===== config.mk =====
export PLATFORM = sky130hd
export DESIGN_NAME = phone_display
export DESIGN_NICKNAME = d
export VERILOG_FILES = /design/src/verilog/display_pkg.sv /design/src/verilog/delay_line.sv /design/src/verilog/raster_timing.sv /design/src/verilog/position_register.sv /design/src/verilog/heading_sprite.sv /design/src/verilog/video_out.sv /design/src/verilog/phone_display.sv
export VERILOG_INCLUDE_DIRS = /design/src /design/src/verilog
export SDC_FILE = /design/constraint.sdc
export NUM_CORES = 1
export LEC_CHECK = 0
export BUFFER_PORTS_ARGS = -buffer_cell sky130_fd_sc_hd__buf_2
export CORE_ASPECT_RATIO = 0.8
export CORE_MARGIN = 3
export CORE_UTILIZATION = 40
export DETAILED_ROUTE_END_ITERATION = 10
export GPL_TIMING_DRIVEN = 0
export PLACE_DENSITY_LB_ADDON = 0.05
export SYNTH_ARGS = -nofsm -noshare
export SYNTH_HDL_FRONTEND = slang
export SYNTH_SLANG_ARGS = --single-unit

===== constraint.sdc =====
create_clock -name vclock -period 10.6 [get_ports vclock]
set_clock_uncertainty 0.15 [all_clocks]
set_input_delay 1.59 -clock vclock [delete_from_list [all_inputs] [get_ports vclock]]
set_output_delay 1.59 -clock vclock [all_outputs]
set_load 0.01 [all_outputs]

===== src/verilog/display_consts.svh =====
`ifndef DISPLAY_CONSTS_SVH
`define DISPLAY_CONSTS_SVH

//////////////////////////////////////////////////
// raster timing, short frame for simulation
//////////////////////////////////////////////////

`define H_ACTIVE      64
`define H_FRONT       4
`define H_SYNC        8
`define H_BACK        4
`define H_TOTAL       (`H_ACTIVE + `H_FRONT + `H_SYNC + `H_BACK)  // 80 clocks per line
`define H_SYNC_START  (`H_ACTIVE + `H_FRONT)
`define H_SYNC_END    (`H_ACTIVE + `H_FRONT + `H_SYNC)            // first pixel after hsync

`define V_ACTIVE      48
`define V_FRONT       2
`define V_SYNC        2
`define V_BACK        2
`define V_TOTAL       (`V_ACTIVE + `V_FRONT + `V_SYNC + `V_BACK)  // 54 lines per frame
`define V_SYNC_START  (`V_ACTIVE + `V_FRONT)
`define V_SYNC_END    (`V_ACTIVE + `V_FRONT + `V_SYNC)

//////////////////////////////////////////////////
// sprite
//////////////////////////////////////////////////

`define SPRITE_SIZE      24          // side of the square, even
`define BODY_COLOR       24'hff_ff_ff
`define BLANK_COLOR      24'h00_00_00
`define INDICATOR_COLOR  24'h00_ff_00

// tangents as fractions of 64
`define TAN_SHIFT    6
`define TAN15_NUM    17
`define TAN30_NUM    37
`define TAN60_NUM    111
`define TAN75_NUM    240
`define TAN75_SLACK  2               // steep line needs extra width to stay connected

`endif


===== src/verilog/display_pkg.sv =====
package display_pkg;

    //////////////////////////////////////////////////
    // screen geometry
    //////////////////////////////////////////////////

    // signed so sprite centres can sit off the left or top edge
    typedef logic signed [11:0] coord_t;

    //////////////////////////////////////////////////
    // pixel data
    //////////////////////////////////////////////////

    typedef struct packed {
        logic [7:0] red;   // msb byte, matches 24'hRR_GG_BB constants
        logic [7:0] green;
        logic [7:0] blue;
    } rgb_t;

    // heading in 15 degree steps, 0 is east, 6 is north
    typedef logic [4:0] heading_t;

    //////////////////////////////////////////////////
    // raster control levels
    //////////////////////////////////////////////////

    typedef struct packed {
        logic hsync; // active high
        logic vsync; // active high
        logic blank; // high outside the visible area
    } sync_t;

endpackage


===== src/verilog/delay_line.sv =====
module delay_line #(
    parameter type      payload_t   = logic,
    parameter int       DEPTH       = 1,     // number of register stages
    parameter payload_t RESET_VALUE = '0
) (
    input  logic     vclock,
    input  logic     rst,
    input  payload_t din,
    output payload_t dout
);

    payload_t stage [DEPTH];                 // stage 0 takes din

    if (DEPTH < 1) begin : g_depth_check
        $error("delay_line DEPTH must be at least 1");
    end

    always_ff @(posedge vclock) begin
        if (rst) begin
            for (int i = 0; i < DEPTH; i++) begin
                stage[i] <= RESET_VALUE;
            end
        end else begin
            stage[0] <= din;
            for (int i = 1; i < DEPTH; i++) begin
                stage[i] <= stage[i-1];      // shift toward dout
            end
        end
    end

    assign dout = stage[DEPTH-1];

endmodule


===== src/verilog/raster_timing.sv =====
`include "display_consts.svh"

module raster_timing (
    input  logic                vclock,
    input  logic                rst,
    output display_pkg::coord_t hcount,
    output display_pkg::coord_t vcount,
    output display_pkg::sync_t  sync,
    output logic                frame_end
);
    import display_pkg::*;

    coord_t h_next;   // counts loaded at the coming edge
    coord_t v_next;
    logic   h_wrap;   // hcount on the last pixel of a line
    logic   v_wrap;   // vcount on the last line of a frame

    // sync and blank levels for one raster position
    function automatic sync_t decode_sync(coord_t h, coord_t v);
        sync_t s;
        s.hsync = (h >= `H_SYNC_START) && (h < `H_SYNC_END);
        s.vsync = (v >= `V_SYNC_START) && (v < `V_SYNC_END);
        s.blank = (h >= `H_ACTIVE) || (v >= `V_ACTIVE);
        return s;
    endfunction

    //////////////////////////////////////////////////
    // next count
    //////////////////////////////////////////////////

    assign h_wrap = (hcount == `H_TOTAL - 1);
    assign v_wrap = (vcount == `V_TOTAL - 1);

    assign h_next = h_wrap ? coord_t'(0) : hcount + coord_t'(1);

    always_comb begin
        v_next = vcount;                 // hold within a line
        if (h_wrap) begin
            v_next = v_wrap ? coord_t'(0) : vcount + coord_t'(1);
        end
    end

    //////////////////////////////////////////////////
    // counters and registered decode
    //////////////////////////////////////////////////

    // decoding from the next counts keeps every output a flop
    // and still lined up with hcount / vcount
    always_ff @(posedge vclock) begin
        if (rst) begin
            hcount    <= '0;
            vcount    <= '0;
            sync      <= decode_sync(coord_t'(0), coord_t'(0)); // levels of pixel 0,0
            frame_end <= 1'b0;
        end else begin
            hcount    <= h_next;
            vcount    <= v_next;
            sync      <= decode_sync(h_next, v_next);
            // high only while the counters sit on the very last position
            frame_end <= (h_next == `H_TOTAL - 1) && (v_next == `V_TOTAL - 1);
        end
    end

endmodule


===== src/verilog/position_register.sv =====
module position_register (
    input  logic                  vclock,
    input  logic                  rst,
    input  logic                  load,
    input  display_pkg::coord_t   new_x,
    input  display_pkg::coord_t   new_y,
    input  display_pkg::heading_t new_heading,
    input  logic                  frame_end,
    output display_pkg::coord_t   center_x,
    output display_pkg::coord_t   center_y,
    output display_pkg::heading_t heading
);
    import display_pkg::*;

    coord_t   pend_x;        // last loaded, waiting for frame end
    coord_t   pend_y;
    heading_t pend_heading;

    //////////////////////////////////////////////////
    // double buffer
    //////////////////////////////////////////////////

    always_ff @(posedge vclock) begin
        if (rst) begin
            pend_x       <= '0;
            pend_y       <= '0;
            pend_heading <= '0;
            center_x     <= '0;
            center_y     <= '0;
            heading      <= '0;
        end else begin
            if (load) begin              // later loads simply overwrite
                pend_x       <= new_x;
                pend_y       <= new_y;
                pend_heading <= new_heading;
            end
            // swap reads the old pending values, so a load on the
            // frame_end cycle waits one more frame
            if (frame_end) begin
                center_x <= pend_x;
                center_y <= pend_y;
                heading  <= pend_heading;
            end
        end
    end

endmodule


===== src/verilog/heading_sprite.sv =====
`include "display_consts.svh"

module heading_sprite (
    input  logic                  vclock,
    input  logic                  rst,
    input  display_pkg::coord_t   hcount,
    input  display_pkg::coord_t   vcount,
    input  display_pkg::coord_t   center_x,
    input  display_pkg::coord_t   center_y,
    input  display_pkg::heading_t heading,
    output display_pkg::rgb_t     pixel
);
    import display_pkg::*;

    localparam int HALF = `SPRITE_SIZE / 2;

    logic signed [12:0] dx;   // one bit wider than a coordinate so the difference never wraps
    logic signed [12:0] dy;
    logic [12:0] ax;          // magnitudes
    logic [12:0] ay;
    logic        in_box;
    logic        on_00, on_15, on_30, on_45, on_60, on_75, on_90;
    logic        on_ray;
    logic [1:0]  quad;
    logic        in_quad;
    logic [20:0] q75;

    // floor(a * num / 64) on a magnitude
    function automatic logic [20:0] tan_floor(logic [12:0] a, int num);
        logic [20:0] prod;
        prod = 21'(a) * 21'(num);
        return prod >> `TAN_SHIFT;
    endfunction

    //////////////////////////////////////////////////
    // offsets and box
    //////////////////////////////////////////////////

    assign dx = hcount - center_x;
    assign dy = vcount - center_y;
    assign ax = (dx < 0) ? 13'(-dx) : 13'(dx);
    assign ay = (dy < 0) ? 13'(-dy) : 13'(dy);

    assign in_box = (dx >= -HALF) && (dx < HALF)
                 && (dy >= -HALF) && (dy < HALF);     // half-open 24 x 24 square

    //////////////////////////////////////////////////
    // ray lines folded into the first quadrant
    //////////////////////////////////////////////////

    assign on_00 = (ay == '0) && (ax != '0);
    assign on_90 = (ax == '0) && (ay != '0);
    assign on_45 = (ax == ay);                        // includes the centre pixel
    assign on_15 = (tan_floor(ax, `TAN15_NUM) == 21'(ay));
    assign on_30 = (tan_floor(ax, `TAN30_NUM) == 21'(ay));
    assign on_60 = (tan_floor(ax, `TAN60_NUM) == 21'(ay));
    assign q75   = tan_floor(ax, `TAN75_NUM);
    // t = q75 - ay in [-slack, 0]
    assign on_75 = (q75 <= 21'(ay)) && (q75 + 21'(`TAN75_SLACK) >= 21'(ay));

    assign on_ray = on_00 | on_15 | on_30 | on_45 | on_60 | on_75 | on_90;

    // heading / 6 where codes above 23 stay in quadrant 3
    assign quad = (heading < 5'd6)  ? 2'd0 :
                  (heading < 5'd12) ? 2'd1 :
                  (heading < 5'd18) ? 2'd2 : 2'd3;

    always_comb begin
        case (quad)                                   // screen y grows downward
            2'd0:    in_quad = (dx >= 0) && (dy <= 0);
            2'd1:    in_quad = (dx <= 0) && (dy <= 0);
            2'd2:    in_quad = (dx <= 0) && (dy >= 0);
            default: in_quad = (dx >= 0) && (dy >= 0);
        endcase
    end

    //////////////////////////////////////////////////
    // pixel register
    //////////////////////////////////////////////////

    always_ff @(posedge vclock) begin
        if (rst) begin
            pixel <= rgb_t'(`BLANK_COLOR);
        end else if (in_box && on_ray && in_quad) begin
            pixel <= rgb_t'(`INDICATOR_COLOR);
        end else if (in_box) begin
            pixel <= rgb_t'(`BODY_COLOR);
        end else begin
            pixel <= rgb_t'(`BLANK_COLOR);
        end
    end

endmodule


===== src/verilog/video_out.sv =====
`include "display_consts.svh"

module video_out (
    input  logic               vclock,
    input  logic               rst,
    input  display_pkg::sync_t sync_in,
    input  display_pkg::rgb_t  pixel,
    output display_pkg::rgb_t  rgb,
    output logic               hsync,
    output logic               vsync,
    output logic               blank
);
    import display_pkg::*;

    // syncs idle, picture blanked while the pipe fills
    localparam sync_t SYNC_IDLE = '{hsync: 1'b0, vsync: 1'b0, blank: 1'b1};

    logic  blank_d1;   // blank lined up with the sprite pixel
    rgb_t  rgb_next;
    sync_t sync_d2;    // sync lined up with rgb

    always_ff @(posedge vclock) begin
        if (rst) begin
            blank_d1 <= 1'b1;
        end else begin
            blank_d1 <= sync_in.blank;
        end
    end

    assign rgb_next = blank_d1 ? rgb_t'(`BLANK_COLOR) : pixel;   // only blank gate

    //////////////////////////////////////////////////
    // output alignment
    //////////////////////////////////////////////////

    delay_line #(.payload_t(sync_t), .DEPTH(2), .RESET_VALUE(SYNC_IDLE)) sync_delay_i (
        .vclock (vclock),
        .rst    (rst),
        .din    (sync_in),
        .dout   (sync_d2)
    );

    delay_line #(
        .payload_t   (rgb_t),
        .DEPTH       (1),
        .RESET_VALUE (rgb_t'(`BLANK_COLOR))
    ) rgb_delay_i (
        .vclock (vclock),
        .rst    (rst),
        .din    (rgb_next),
        .dout   (rgb)
    );

    assign hsync = sync_d2.hsync;
    assign vsync = sync_d2.vsync;
    assign blank = sync_d2.blank;

endmodule


===== src/verilog/phone_display.sv =====
module phone_display (
    input  logic                  vclock,
    input  logic                  rst,
    input  logic                  load,
    input  display_pkg::coord_t   new_x,
    input  display_pkg::coord_t   new_y,
    input  display_pkg::heading_t new_heading,
    output display_pkg::rgb_t     rgb,
    output logic                  hsync,
    output logic                  vsync,
    output logic                  blank
);
    import display_pkg::*;

    coord_t   hcount;      // raster position, cycle 0 of the pipe
    coord_t   vcount;
    sync_t    sync;
    logic     frame_end;
    coord_t   center_x;    // active position, steady for a whole frame
    coord_t   center_y;
    heading_t heading;
    rgb_t     pixel;       // sprite colour, one cycle behind the counters

    //////////////////////////////////////////////////
    // input side
    //////////////////////////////////////////////////

    raster_timing raster_timing_i (
        .vclock    (vclock),
        .rst       (rst),
        .hcount    (hcount),
        .vcount    (vcount),
        .sync      (sync),
        .frame_end (frame_end)
    );

    position_register position_register_i (
        .vclock      (vclock),
        .rst         (rst),
        .load        (load),
        .new_x       (new_x),
        .new_y       (new_y),
        .new_heading (new_heading),
        .frame_end   (frame_end),
        .center_x    (center_x),
        .center_y    (center_y),
        .heading     (heading)
    );

    //////////////////////////////////////////////////
    // sprite and output side
    //////////////////////////////////////////////////

    heading_sprite heading_sprite_i (
        .vclock   (vclock),
        .rst      (rst),
        .hcount   (hcount),
        .vcount   (vcount),
        .center_x (center_x),
        .center_y (center_y),
        .heading  (heading),
        .pixel    (pixel)
    );

    video_out video_out_i (
        .vclock  (vclock),
        .rst     (rst),
        .sync_in (sync),
        .pixel   (pixel),
        .rgb     (rgb),
        .hsync   (hsync),
        .vsync   (vsync),
        .blank   (blank)
    );

endmodule


==> results summary, run 1 <==
The leakage component of the power came out at 6.22 nW. The critical register-to-register path endpoint is heading_sprite_i.pixel[6]$_SDFF_PP0_. The count of max-cap constraint violations came out at 0. The synthesized design contains 94 register bits.

For hold timing, the worst endpoint is video_out_i.sync_delay_i.stage[0][0]$_SDFF_PP1_. The number of buffers created by CTS is 9. The reg-to-reg critical path startpoint is raster_timing_i.hcount[0]$_SDFF_PP0_. The flop-to-flop setup slack came out at 1.58 ns.

The final global-route overflow total came out at 0. The worst path arrival time came out at 9.05 ns. The total number of vias is 9950.

After synthesis, the mean cell area works out to 8.39 sq um. Across every metal layer, demand over resource in global routing totals 20.7%. STA classifies the critical path startpoint as a register. Among all flip-flop cells after synthesis, the most frequent one is sky130_fd_sc_hd__dfxtp_1. Among all stages on the critical path, the largest delay is contributed by sky130_fd_sc_hd__xor2_1. In the routed design, unresolved DRC markers number 0. The number of buffers and inverters on the critical path came out at 4. Setup repair after global routing left no endpoint under its margin. The beginning of the worst hold path is raster_timing_i.sync[0]$_SDFF_PP0_. The total power divided by cell area is 219 nW/um^2. Adding up every negative setup slack in the final design gives 0 ns.

In this run the core area contains 56 standard-cell rows. OpenSTA, run right after detailed placement, puts the worst setup slack at 1.63 ns. The switching power share of the total came out at 49.9%.

The peak supply drop is 0.163 mV. Of all flip-flops after synthesis, the portion carrying an async set or reset was 0%. The wire length of the first global-routing pass is 52800 um. The maximum fanout along the worst path is 9. Measured against its own limit, the worst slew margin works out to 13.6%.

The signed area change from the synthesized netlist to the final layout came out at 9.19%. The total area of sequential cells is 1880 sq um. In the final routed layout, each cell accounts on average for 17.0 um. The internal power summed over all cells is 1.45 mW. The post-synthesis cell area is 12100 sq um. The delay of the slowest cell on the worst path is 1.02 ns.

The via count of the first global-routing pass came out at 9662. The distinct cell type count after synthesis is 87. The library cell used most frequently in the layout, excluding fill and tap cells, is sky130_fd_sc_hd__ha_1. The clock reaches the later pin of the worst-skew pair after 0.35 ns. After clock tree synthesis, the setup repair step added 0 buffers. The fraction of layout cells with a size suffix above 1 came out at 9.86%. The number of synthesis warnings is 0. TritonCTS built the clock tree. The clock passes through at most 2 buffers. The starting utilization of the core area is 40.9%. The smallest clock period supported by the final layout is computed as 9.02 ns.

The overall die width is 200 um. The dominant delay contributor by cell family on the critical path is adder cells. The clock network burns 10.5% of the power. The total number of clock tree sinks came out at 94. After clock tree synthesis, the clock-pin slew on the worst setup and hold paths is 0.07 ns. The final RePlAce weighted congestion came out at 0.832. For this run, the register share of the synthesized area comes to 15.6%. For the worst setup path, the data required time is 10.64 ns. The vias per cell came out at 5.19. The run finished with clean final reports. The worst reg-to-reg path cell count came out at 30. The number of ports placed on the die boundary came out at 59. The worst setup path is captured at a register. Once detailed placement completed, the half-perimeter wirelength came to 27400 um. The number of enable-type register cells in the synthesized netlist came out at 0. Once detail routing completed, the nets flagged for antenna violations numbered 0. The transition time at the pin with the least slew margin came out at 1.29 ns. The post-synthesis cell count is 1437. The pin count of the biggest net entering global routing came out at 17. The switching power of the nets is 1.44 mW. The number of optimization iterations in the first detailed-route pass came out at 5. The final antenna diode count is 0.

The floorplan step defined a die boundary enclosing 32300 sq um. The tree is rooted in a sky130_fd_sc_hd__clkbuf_16. The number of violations reported at the end of detailed-routing iteration 0 came out at 529. The hold violation total from the final report came out at 0. The number of I/O port buffers came out at 56.

The critical path class is register to register. The upper clock frequency limit is 0.111 GHz. The number of filler instances in the final layout is 3055. The overall die height is 161 um.

The final period utilization came out at 85.0%. The final critical-path setup slack came out at 1.58 ns. The worst hold path cell count is 1. The routed wire length is 32600 um. In this run the number of H-tree levels came out at 3.

The power after layout came out at 2.89 mW. The combinational fraction of design power came out at 76.7%. After clock tree synthesis, the flow added hold-fix buffers numbering 0. The smallest hold slack is 0.268 ns. The count of instances resized after the clock tree is built is 0. The kind of path behind the tightest hold check is register to register. In the final design database the tool counted 1763 nets. The top cell types in the final layout, fill and taps aside, are sky130_fd_sc_hd__ha_1, sky130_fd_sc_hd__inv_1, sky130_fd_sc_hd__nor2_1.

The area of the multi-input gates is 9220 sq um. Synthesis produced a netlist with a net count of 1694. The max-slew violation total from the final report came out at 0. The number of antenna violations at the first check in global routing came out at 0. Setup violations remaining at the end of the flow were counted as 0. The area of the core region is 29500 sq um. The relative contribution of sequential cells to total power came out at 12.8%.
## cells in the mapped netlist, drive strengths merged, types with 34 or more instances
cell	instances	area (sq um)
mux2i	60	613
inv	167	627
xor2	68	644
a21oi	69	345
o21ai	45	225
fa	54	1080
ha	171	2140
buf	34	245
nand2	59	229
xnor2	95	847
nor3	43	231
nand3	40	200
dfxtp	94	1880
nor2	135	507
## routing by layer
layer | vias to the layer above | track usage, % | wire length, um
met4 | 0 | 1.40 | 70
met3 | 6 | 2.34 | 1160
li1 | 5086 | - | -
met5 | - | 0 | 0
met2 | 163 | 28.4 | 12100
met1 | 4695 | 35.2 | 19200
## power by group through the flow
stage          registers (mW)  clock network (mW)  logic (mW)
2_1_floorplan           0.375                   0        1.66
3_3_place_gp            0.377                   0        2.17
3_5_place_dp            0.377                   0        2.18
4_1_cts                 0.369               0.314        2.20
5_1_grt                 0.370               0.330        2.51
6_report                0.369               0.303        2.22
## metrics by stage
stage          cells  utilization [%]  area [sq um]
4_1_cts         1917             44.6         13200
6_report        1917             44.6         13200
3_5_place_dp    1901             43.7         12900
3_3_place_gp    1899             43.5         12800
2_1_floorplan   1437                -         12100
5_1_grt         1917             44.6         13200
## logic make-up after synthesis
family	Yosys count	share of synthesized area, %
mux	62	5.27
compound gates	242	13.6
other cells	1	0.0311
buf+inv	226	8.02
xor+xnor	165	12.7
simple gates	420	17.8
fa+ha+maj	227	26.9
flops	94	15.6
## area by class of cell
type	count	area share [%]
well taps	406	3.86
repair buffers	58	2.33
plain buffers	59	2.59
clock inverters	4	0.238
inverters	167	4.76
clock buffers	12	1.87
flip-flops and latches	94	14.3
multi-input cells	1117	70.1
## worst max path at each step
stage                                    startpoint                                    to  cells after the start
2_1_floorplan  raster_timing_i.hcount[0]$_SDFF_PP0_  heading_sprite_i.pixel[6]$_SDFF_PP0_                     31
3_3_place_gp   raster_timing_i.hcount[0]$_SDFF_PP0_  heading_sprite_i.pixel[6]$_SDFF_PP0_                     31
6_report       raster_timing_i.hcount[0]$_SDFF_PP0_  heading_sprite_i.pixel[6]$_SDFF_PP0_                     30
4_1_cts        raster_timing_i.hcount[0]$_SDFF_PP0_  heading_sprite_i.pixel[6]$_SDFF_PP0_                     30
3_5_place_dp   raster_timing_i.hcount[0]$_SDFF_PP0_  heading_sprite_i.pixel[6]$_SDFF_PP0_                     30
5_1_grt        raster_timing_i.hcount[0]$_SDFF_PP0_  heading_sprite_i.pixel[6]$_SDFF_PP0_                     30
## sequential cells by signal (all words and copies together), names as in the netlist, 3 cells and up
signal                            count
position_register_i.center_x         12
position_register_i.center_y         12
position_register_i.heading           4
position_register_i.pend_heading      4
position_register_i.pend_x           12
position_register_i.pend_y           12
raster_timing_i.hcount               12
raster_timing_i.sync                  3
raster_timing_i.vcount               12
video_out_i.sync_delay_i.stage        6
No activity file was read; power rests on OpenSTA's default activity.
==> inputs of run 2 (changes only) <==
--- a/config.mk
+++ b/config.mk
@@ -8,7 +8,6 @@
 export LEC_CHECK = 0
 export BUFFER_PORTS_ARGS = -buffer_cell sky130_fd_sc_hd__buf_2
 export CORE_ASPECT_RATIO = 0.8
-export CORE_MARGIN = 3
 export CORE_UTILIZATION = 40
 export DETAILED_ROUTE_END_ITERATION = 10
 export GPL_TIMING_DRIVEN = 0
==> results summary, run 2 (synthesis gave the netlist of run 1 again) <==
The count of max-cap constraint violations came out at 0 (unchanged). The power after layout came out at 2.91 mW (was 2.89 mW). The routed wire length came out at 32200 um (was 32600 um).

The overall die area is 30800 sq um (was 32300 sq um). The critical path class is register to register (unchanged). The delay of the slowest cell on the worst path came out at 0.99 ns (was 1.02 ns). The final cell area excluding filler cells is 13200 sq um (about the same).

The final period utilization came out at 85.0% (about the same). The vias per cell came to 5.13 (was 5.19). The starting utilization of the core area is 40.9% (unchanged). The total number of clock tree sinks is 94 (unchanged). The via count of the first global-routing pass is 8968 (was 9662).

The max-slew violation total from the final report came out at 0 (unchanged). The number of I/O port buffers came out at 56 (unchanged). The kind of path behind the tightest hold check is register to register (unchanged).

The number of ports placed on the die boundary came out at 59 (unchanged). The area of the multi-input gates is 9230 sq um (was 9220 sq um). The worst slew margin relative to its limit came to 16.5% (was 13.6%). The slowest library cell on the worst path is sky130_fd_sc_hd__xor2_1 (unchanged). The final core utilization is 44.7% (was 44.6%). The total area of sequential cells is 1880 sq um (unchanged). The placed instance area was 12900 sq um (about the same). The transition time at the pin with the least slew margin was 1.25 ns (was 1.29 ns). The root buffer selected by CTS was sky130_fd_sc_hd__clkbuf_16 (unchanged).

Outcome: finished, final reports clean (unchanged). The area of the core region is 29500 sq um (unchanged). The maximum fanout along the worst path was 9 (unchanged).

The signed area change from the synthesized netlist to the final layout came out at 9.37% (was 9.19%). The leakage component of the power is 6.24 nW (was 6.22 nW). The number of buffers created by CTS is 9 (unchanged). The most common library cell in the layout ignoring fill and taps was sky130_fd_sc_hd__ha_1 (unchanged).

The detailed-route wire length per cell came to 16.8 um (was 17.0 um). The hold violation total from the final report came to 0 (unchanged). The startpoint type of the worst setup path was a register (unchanged). The all-layer global routing usage is 21.3% (was 20.7%). The number of antenna violations at the first check in global routing is 0 (unchanged). The cell row count is 56 (unchanged). The total power divided by cell area is 221 nW/um^2 (was 219 nW/um^2). The wire length of the first global-routing pass was 51000 um (was 52800 um). The overall die width was 196 um (was 200 um). The detailed placer's ending HPWL came out at 26900 um (was 27400 um).

The routing layer with the top usage in global route is met1 (unchanged). The overall die height is 157 um (was 161 um). The final global-route overflow total came to 0 (unchanged). The buffer count from post-CTS setup fixing is 0 (unchanged).

The cts-stage hold buffer count is 0 (unchanged). The final RePlAce weighted congestion came to 0.833 (was 0.832). The total number of vias is 9843 (was 9950). The level count of the clock H-tree came out at 3 (unchanged). The pin count of the biggest net entering global routing came to 17 (unchanged).

The time the final worst path needs with I/O delays and setup was 9.01 ns (was 9.02 ns). The residual DRC count came out at 0 (unchanged). The clock network latency to the later pin of the worst-skew pair is 0.35 ns (about the same). The number of optimization iterations in the first detailed-route pass came to 7 (was 5). The final antenna-violating net count is 0 (unchanged). The final net count is 1762 (was 1763).

The global routing usage on met3 came out at 2.21% (was 2.34%). The maximum clock insertion buffer count came out at 2 (unchanged). The upper clock frequency limit was 0.111 GHz (about the same). The clock input transition at the sequential cells of the worst setup and hold paths came to 0.06 ns (was 0.07 ns). The type of element capturing the critical path is a register (unchanged).

The fraction of layout cells with a size suffix above 1 came out at 9.93% (was 9.86%). Highest-count cells in the layout ignoring fill and taps: sky130_fd_sc_hd__ha_1, sky130_fd_sc_hd__inv_1, sky130_fd_sc_hd__nor2_1 (unchanged). The critical path data required time is 10.65 ns (was 10.64 ns).

The sum of negative setup slack was 0 ns (unchanged). RSZ-0062 raised after global routing: no (unchanged). The number of filler instances in the final layout is 2987 (was 3055). The number of setup violations in the final report is 0 (unchanged). The non-filler instance count after layout came to 1917 (unchanged).

The met1 routing resource usage after global routing is 36.6% (was 35.2%). The CTS tree is built (unchanged). The count of instances resized after the clock tree is built is 0 (unchanged). The peak supply drop is 0.176 mV (was 0.163 mV).

The met2 usage in global routing came out at 28.0% (was 28.4%). The cell count after placement came out at 1900 (was 1901). The worst path arrival time is 9.06 ns (was 9.05 ns).

The number of violations reported at the end of detailed-routing iteration 0 came to 614 (was 529).
==> run 2: layout make-up <==
cell class                 count  area share [%]
sequential                    94            14.3
buffer                        59            2.58
timing repair buffer          57            2.24
tap                          406            3.85
antenna                        1          0.0190
clock inverter                 4           0.342
clock buffer                  12            1.95
inverter                     167            4.75
multi-input combinational   1117            70.0
==> run 2: worst paths after layout <==
kind,start,endpoint,slack [ns],cells after the start
max reg2reg,raster_timing_i.hcount[0]$_SDFF_PP0_,heading_sprite_i.pixel[6]$_SDFF_PP0_,1.59,30
max,raster_timing_i.hcount[0]$_SDFF_PP0_,heading_sprite_i.pixel[6]$_SDFF_PP0_,1.59,30
min,raster_timing_i.sync[0]$_SDFF_PP0_,video_out_i.sync_delay_i.stage[0][0]$_SDFF_PP1_,0.26,1
min reg2reg,raster_timing_i.sync[0]$_SDFF_PP0_,video_out_i.sync_delay_i.stage[0][0]$_SDFF_PP1_,0.26,1
==> run 2: metrics by stage <==
step           setup slack [ns]  hold slack [ns]
5_1_grt                   0.901            0.289
4_1_cts                    1.56            0.259
2_1_floorplan              2.97            0.239
6_report                   1.59            0.257
3_5_place_dp               1.62            0.243
3_3_place_gp               1.03            0.247
==> run 2: per-layer routing <==
layer / part of all wire [%] / up-vias / wire length (um)
li1: - / 5102 / -
met1: 60 / 4578 / 19400
met2: 36 / 155 / 11700
met3: 3.1 / 8 / 992
met4: 0.23 / 0 / 74
met5: 0 / - / 0
==> run 2: where the power goes <==
part           total, mW  internal (mW)  leakage [nW]  switching [mW]
combinational       2.21          0.917          5.32            1.30
sequential         0.368          0.362         0.764         0.00612
clock              0.329          0.195         0.152           0.134
total               2.91           1.47          6.24            1.44
==> run 2: critical path, delay by kind of cell (launching register included) <==
kind / cells / cell delay [ns]
and+or+nand+nor: 7 / 1.03
xor gates and xnor gates: 5 / 2.17
AOI/OAI and AO/OA: 7 / 2.07
DFF: 1 / 0.34
adders and majority gates: 7 / 2.82
buffers and inverters: 4 / 0.27
==> inputs of run 3 (changes only) <==
==> constraint.sdc (replaced) <==
create_clock -name vclock -period 9 [get_ports vclock]
set_clock_uncertainty 0.15 [all_clocks]
set_input_delay 1.35 -clock vclock [delete_from_list [all_inputs] [get_ports vclock]]
set_output_delay 1.35 -clock vclock [all_outputs]
set_load 0.01 [all_outputs]
==> results summary, run 3 (synthesis gave the netlist of run 1 again) <==
Outcome: finished, final reports clean (unchanged). The overall die height came to 157 um (unchanged). The cell row count is 56 (unchanged). The power after layout came out at 3.45 mW (was 2.91 mW). The via count of the first global-routing pass is 8970 (was 8968). The leakage component of the power is 6.36 nW (was 6.24 nW). The area of the core region was 29500 sq um (unchanged).

The internal power summed over all cells is 1.76 mW (was 1.47 mW). The root buffer selected by CTS is sky130_fd_sc_hd__clkbuf_16 (unchanged). The final antenna diode count came to 0 (was 1). The number of filler instances in the final layout is 2971 (was 2987).

The total number of vias is 9956 (was 9843). The maximum fanout along the worst path is 12 (was 9). The count of max-cap constraint violations was 0 (unchanged). The combinational fraction of design power came out at 76.2% (was 76.0%). The final net count is 1780 (was 1762). The number of violations reported at the end of detailed-routing iteration 0 came out at 553 (was 614). The maximum clock insertion buffer count came to 2 (unchanged).

The level count of the clock H-tree came to 3 (unchanged). The overall die area came to 30800 sq um (unchanged). The all-layer global routing usage was 21.3% (about the same). The critical path class is register to register (unchanged). The final global-route overflow total is 0 (unchanged). The number of I/O port buffers came out at 56 (unchanged). The clock input transition at the sequential cells of the worst setup and hold paths came out at 0.06 ns (about the same). The worst path arrival time is 8.51 ns (was 9.06 ns).

The number of setup violations in the final report came to 0 (unchanged). The routed wire length came to 32400 um (was 32200 um). The wire length of the first global-routing pass was 51000 um (about the same). The residual DRC count is 0 (unchanged). The critical path data required time is 9.05 ns (was 10.65 ns). The fraction of layout cells with a size suffix above 1 came out at 11.7% (was 9.93%).

The relative contribution of sequential cells to total power came out at 12.6% (was 12.7%). The most common library cell in the layout ignoring fill and taps was sky130_fd_sc_hd__ha_1 (unchanged). The number of buffers created by CTS is 9 (unchanged). The max-slew violation total from the final report is 0 (unchanged). The number of antenna violations at the first check in global routing is 0 (unchanged). The vias per cell came out at 5.15 (was 5.13). The type of element capturing the critical path is a register (unchanged).

The total area of sequential cells is 1880 sq um (unchanged). The final antenna-violating net count came out at 0 (unchanged). RSZ-0062 raised after global routing: no (unchanged). The signed area change from the synthesized netlist to the final layout came to 11.6% (was 9.37%). The number of optimization iterations in the first detailed-route pass was 5 (was 7).

The overall die width is 196 um (unchanged). The detailed placer's ending HPWL came to 26900 um (unchanged). The CTS tree is built (unchanged). The kind of path behind the tightest hold check is register to register (unchanged). The area of the multi-input gates came out at 9350 sq um (was 9230 sq um).

The clock network latency to the later pin of the worst-skew pair came out at 0.35 ns (about the same). The starting utilization of the core area is 40.9% (unchanged). The upper clock frequency limit is 0.118 GHz (was 0.111 GHz). The pin count of the biggest net entering global routing came out at 17 (unchanged). The number of ports placed on the die boundary is 59 (unchanged). Highest-count cells in the layout ignoring fill and taps: sky130_fd_sc_hd__ha_1, sky130_fd_sc_hd__inv_1, sky130_fd_sc_hd__nor2_1 (unchanged). The relative contribution of the clock network to total power is 11.2% (was 11.3%). The final period utilization is 94.1% (was 85.0%). The switching power share of the total is 49.0% (was 49.4%).

The time the final worst path needs with I/O delays and setup is 8.47 ns (was 9.01 ns). The hold violation total from the final report came to 0 (unchanged). The worst slew margin relative to its limit came out at 19.2% (was 16.5%). The transition time at the pin with the least slew margin is 1.20 ns (was 1.25 ns). The switching power of the nets came to 1.69 mW (was 1.44 mW).

The final RePlAce weighted congestion is 0.833 (unchanged). The sum of negative setup slack is 0 ns (unchanged). The peak supply drop is 0.207 mV (was 0.176 mV).

The cts-stage hold buffer count is 0 (unchanged). The total number of clock tree sinks came to 94 (unchanged). The detailed-route wire length per cell is 16.7 um (was 16.8 um). The total power divided by cell area is 256 nW/um^2 (was 221 nW/um^2). The startpoint type of the worst setup path is a register (unchanged).
==> run 3: cell count changes in the layout (fill, tap and decap cells not counted), moves of 2 or more <==
cell / delta
sky130_fd_sc_hd__xnor2_4: +2
sky130_fd_sc_hd__nor2_1: -3
sky130_fd_sc_hd__nor2_2: +3
sky130_fd_sc_hd__xor2_1: -5
sky130_fd_sc_hd__xor2_4: +4
sky130_fd_sc_hd__buf_4: +17
==> run 3: path summary, 6_finish.rpt <==
path                            depth (start not counted)  slack, ns                                  from                                              end
worst max-delay path                                   27       0.53  raster_timing_i.hcount[2]$_SDFF_PP0_             heading_sprite_i.pixel[6]$_SDFF_PP0_
worst min-delay path                                    1       0.26    raster_timing_i.sync[0]$_SDFF_PP0_  video_out_i.sync_delay_i.stage[0][0]$_SDFF_PP1_
worst max register to register                         27       0.53  raster_timing_i.hcount[2]$_SDFF_PP0_             heading_sprite_i.pixel[6]$_SDFF_PP0_
worst min register to register                          1       0.26    raster_timing_i.sync[0]$_SDFF_PP0_  video_out_i.sync_delay_i.stage[0][0]$_SDFF_PP1_
==> run 3: critical path, stage by stage (launching register included) <==
cell and delay [ns]:
sky130_fd_sc_hd__dfxtp_1 0.49, sky130_fd_sc_hd__ha_1 0.29, sky130_fd_sc_hd__buf_6 0.14, sky130_fd_sc_hd__o21a_1 0.20, sky130_fd_sc_hd__o21a_1 0.13, sky130_fd_sc_hd__o211ai_1 0.81
sky130_fd_sc_hd__nor2_2 0.12, sky130_fd_sc_hd__a41oi_1 0.62, sky130_fd_sc_hd__xor2_4 0.56, sky130_fd_sc_hd__ha_1 0.40, sky130_fd_sc_hd__inv_1 0.09, sky130_fd_sc_hd__fa_1 0.45
sky130_fd_sc_hd__fa_1 0.55, sky130_fd_sc_hd__inv_1 0.05, sky130_fd_sc_hd__fa_1 0.45, sky130_fd_sc_hd__ha_1 0.40, sky130_fd_sc_hd__a21o_1 0.23, sky130_fd_sc_hd__a21o_1 0.20
sky130_fd_sc_hd__a41oi_1 0.31, sky130_fd_sc_hd__o21bai_1 0.14, sky130_fd_sc_hd__nand4_1 0.12, sky130_fd_sc_hd__o21ai_0 0.12, sky130_fd_sc_hd__nor2_1 0.13, sky130_fd_sc_hd__xnor2_1 0.18
sky130_fd_sc_hd__xnor2_1 0.16, sky130_fd_sc_hd__nor3_1 0.07, sky130_fd_sc_hd__a31o_2 0.26, sky130_fd_sc_hd__o41ai_2 0.49
==> run 3: layout make-up <==
cell class                 instances  area share, %
sequential                        94           14.0
buffer                            59           2.54
clock inverter                     4          0.335
multi-input combinational       1117           69.5
timing repair buffer              75           3.29
inverter                         167           4.66
clock buffer                      12           1.91
tap                              406           3.78
==> run 3: repair_timing <==
action | 4_1_cts | 5_1_grt
setup endpoints to repair | 1 | 1
setup buffers | 0 | 18
gates resized for setup | 1 | 17
pin swaps | 0 | 3
==> run 3: power by group through the flow <==
stage                     sequential, mW  clock, mW  combinational (mW)
final                              0.434      0.386                2.63
after detailed placement           0.443          0                2.56
after global placement             0.443          0                2.56
after CTS                          0.434      0.396                2.58
after floorplan                    0.441          0                1.95
after global routing               0.435      0.416                2.95
==> run 3: per-layer routing <==
| layer | GRT usage, % | part of all wire [%] | up-vias |
|---|---|---|---|
| met3 | 2.21 | 3.8 | 8 |
| met4 | 1.64 | 0.22 | 0 |
| met2 | 28.1 | 37 | 179 |
| li1 | - | - | 5129 |
| met1 | 36.6 | 59 | 4640 |
| met5 | 0 | 0 | - |
==> run 3: per-stage QoR <==
stage	instance area, sq um	hold slack [ns]	setup WS [ns]	cells	util [%]
3_3_place_gp	12800	0.247	-0.569	1899	43.5
4_1_cts	13200	0.259	0.148	1916	44.7
2_1_floorplan	12100	0.239	1.37	1437	-
3_5_place_dp	12900	0.243	0.0246	1900	43.7
5_1_grt	13500	0.289	0.0526	1934	45.6
6_report	13500	0.257	0.532	1934	45.6
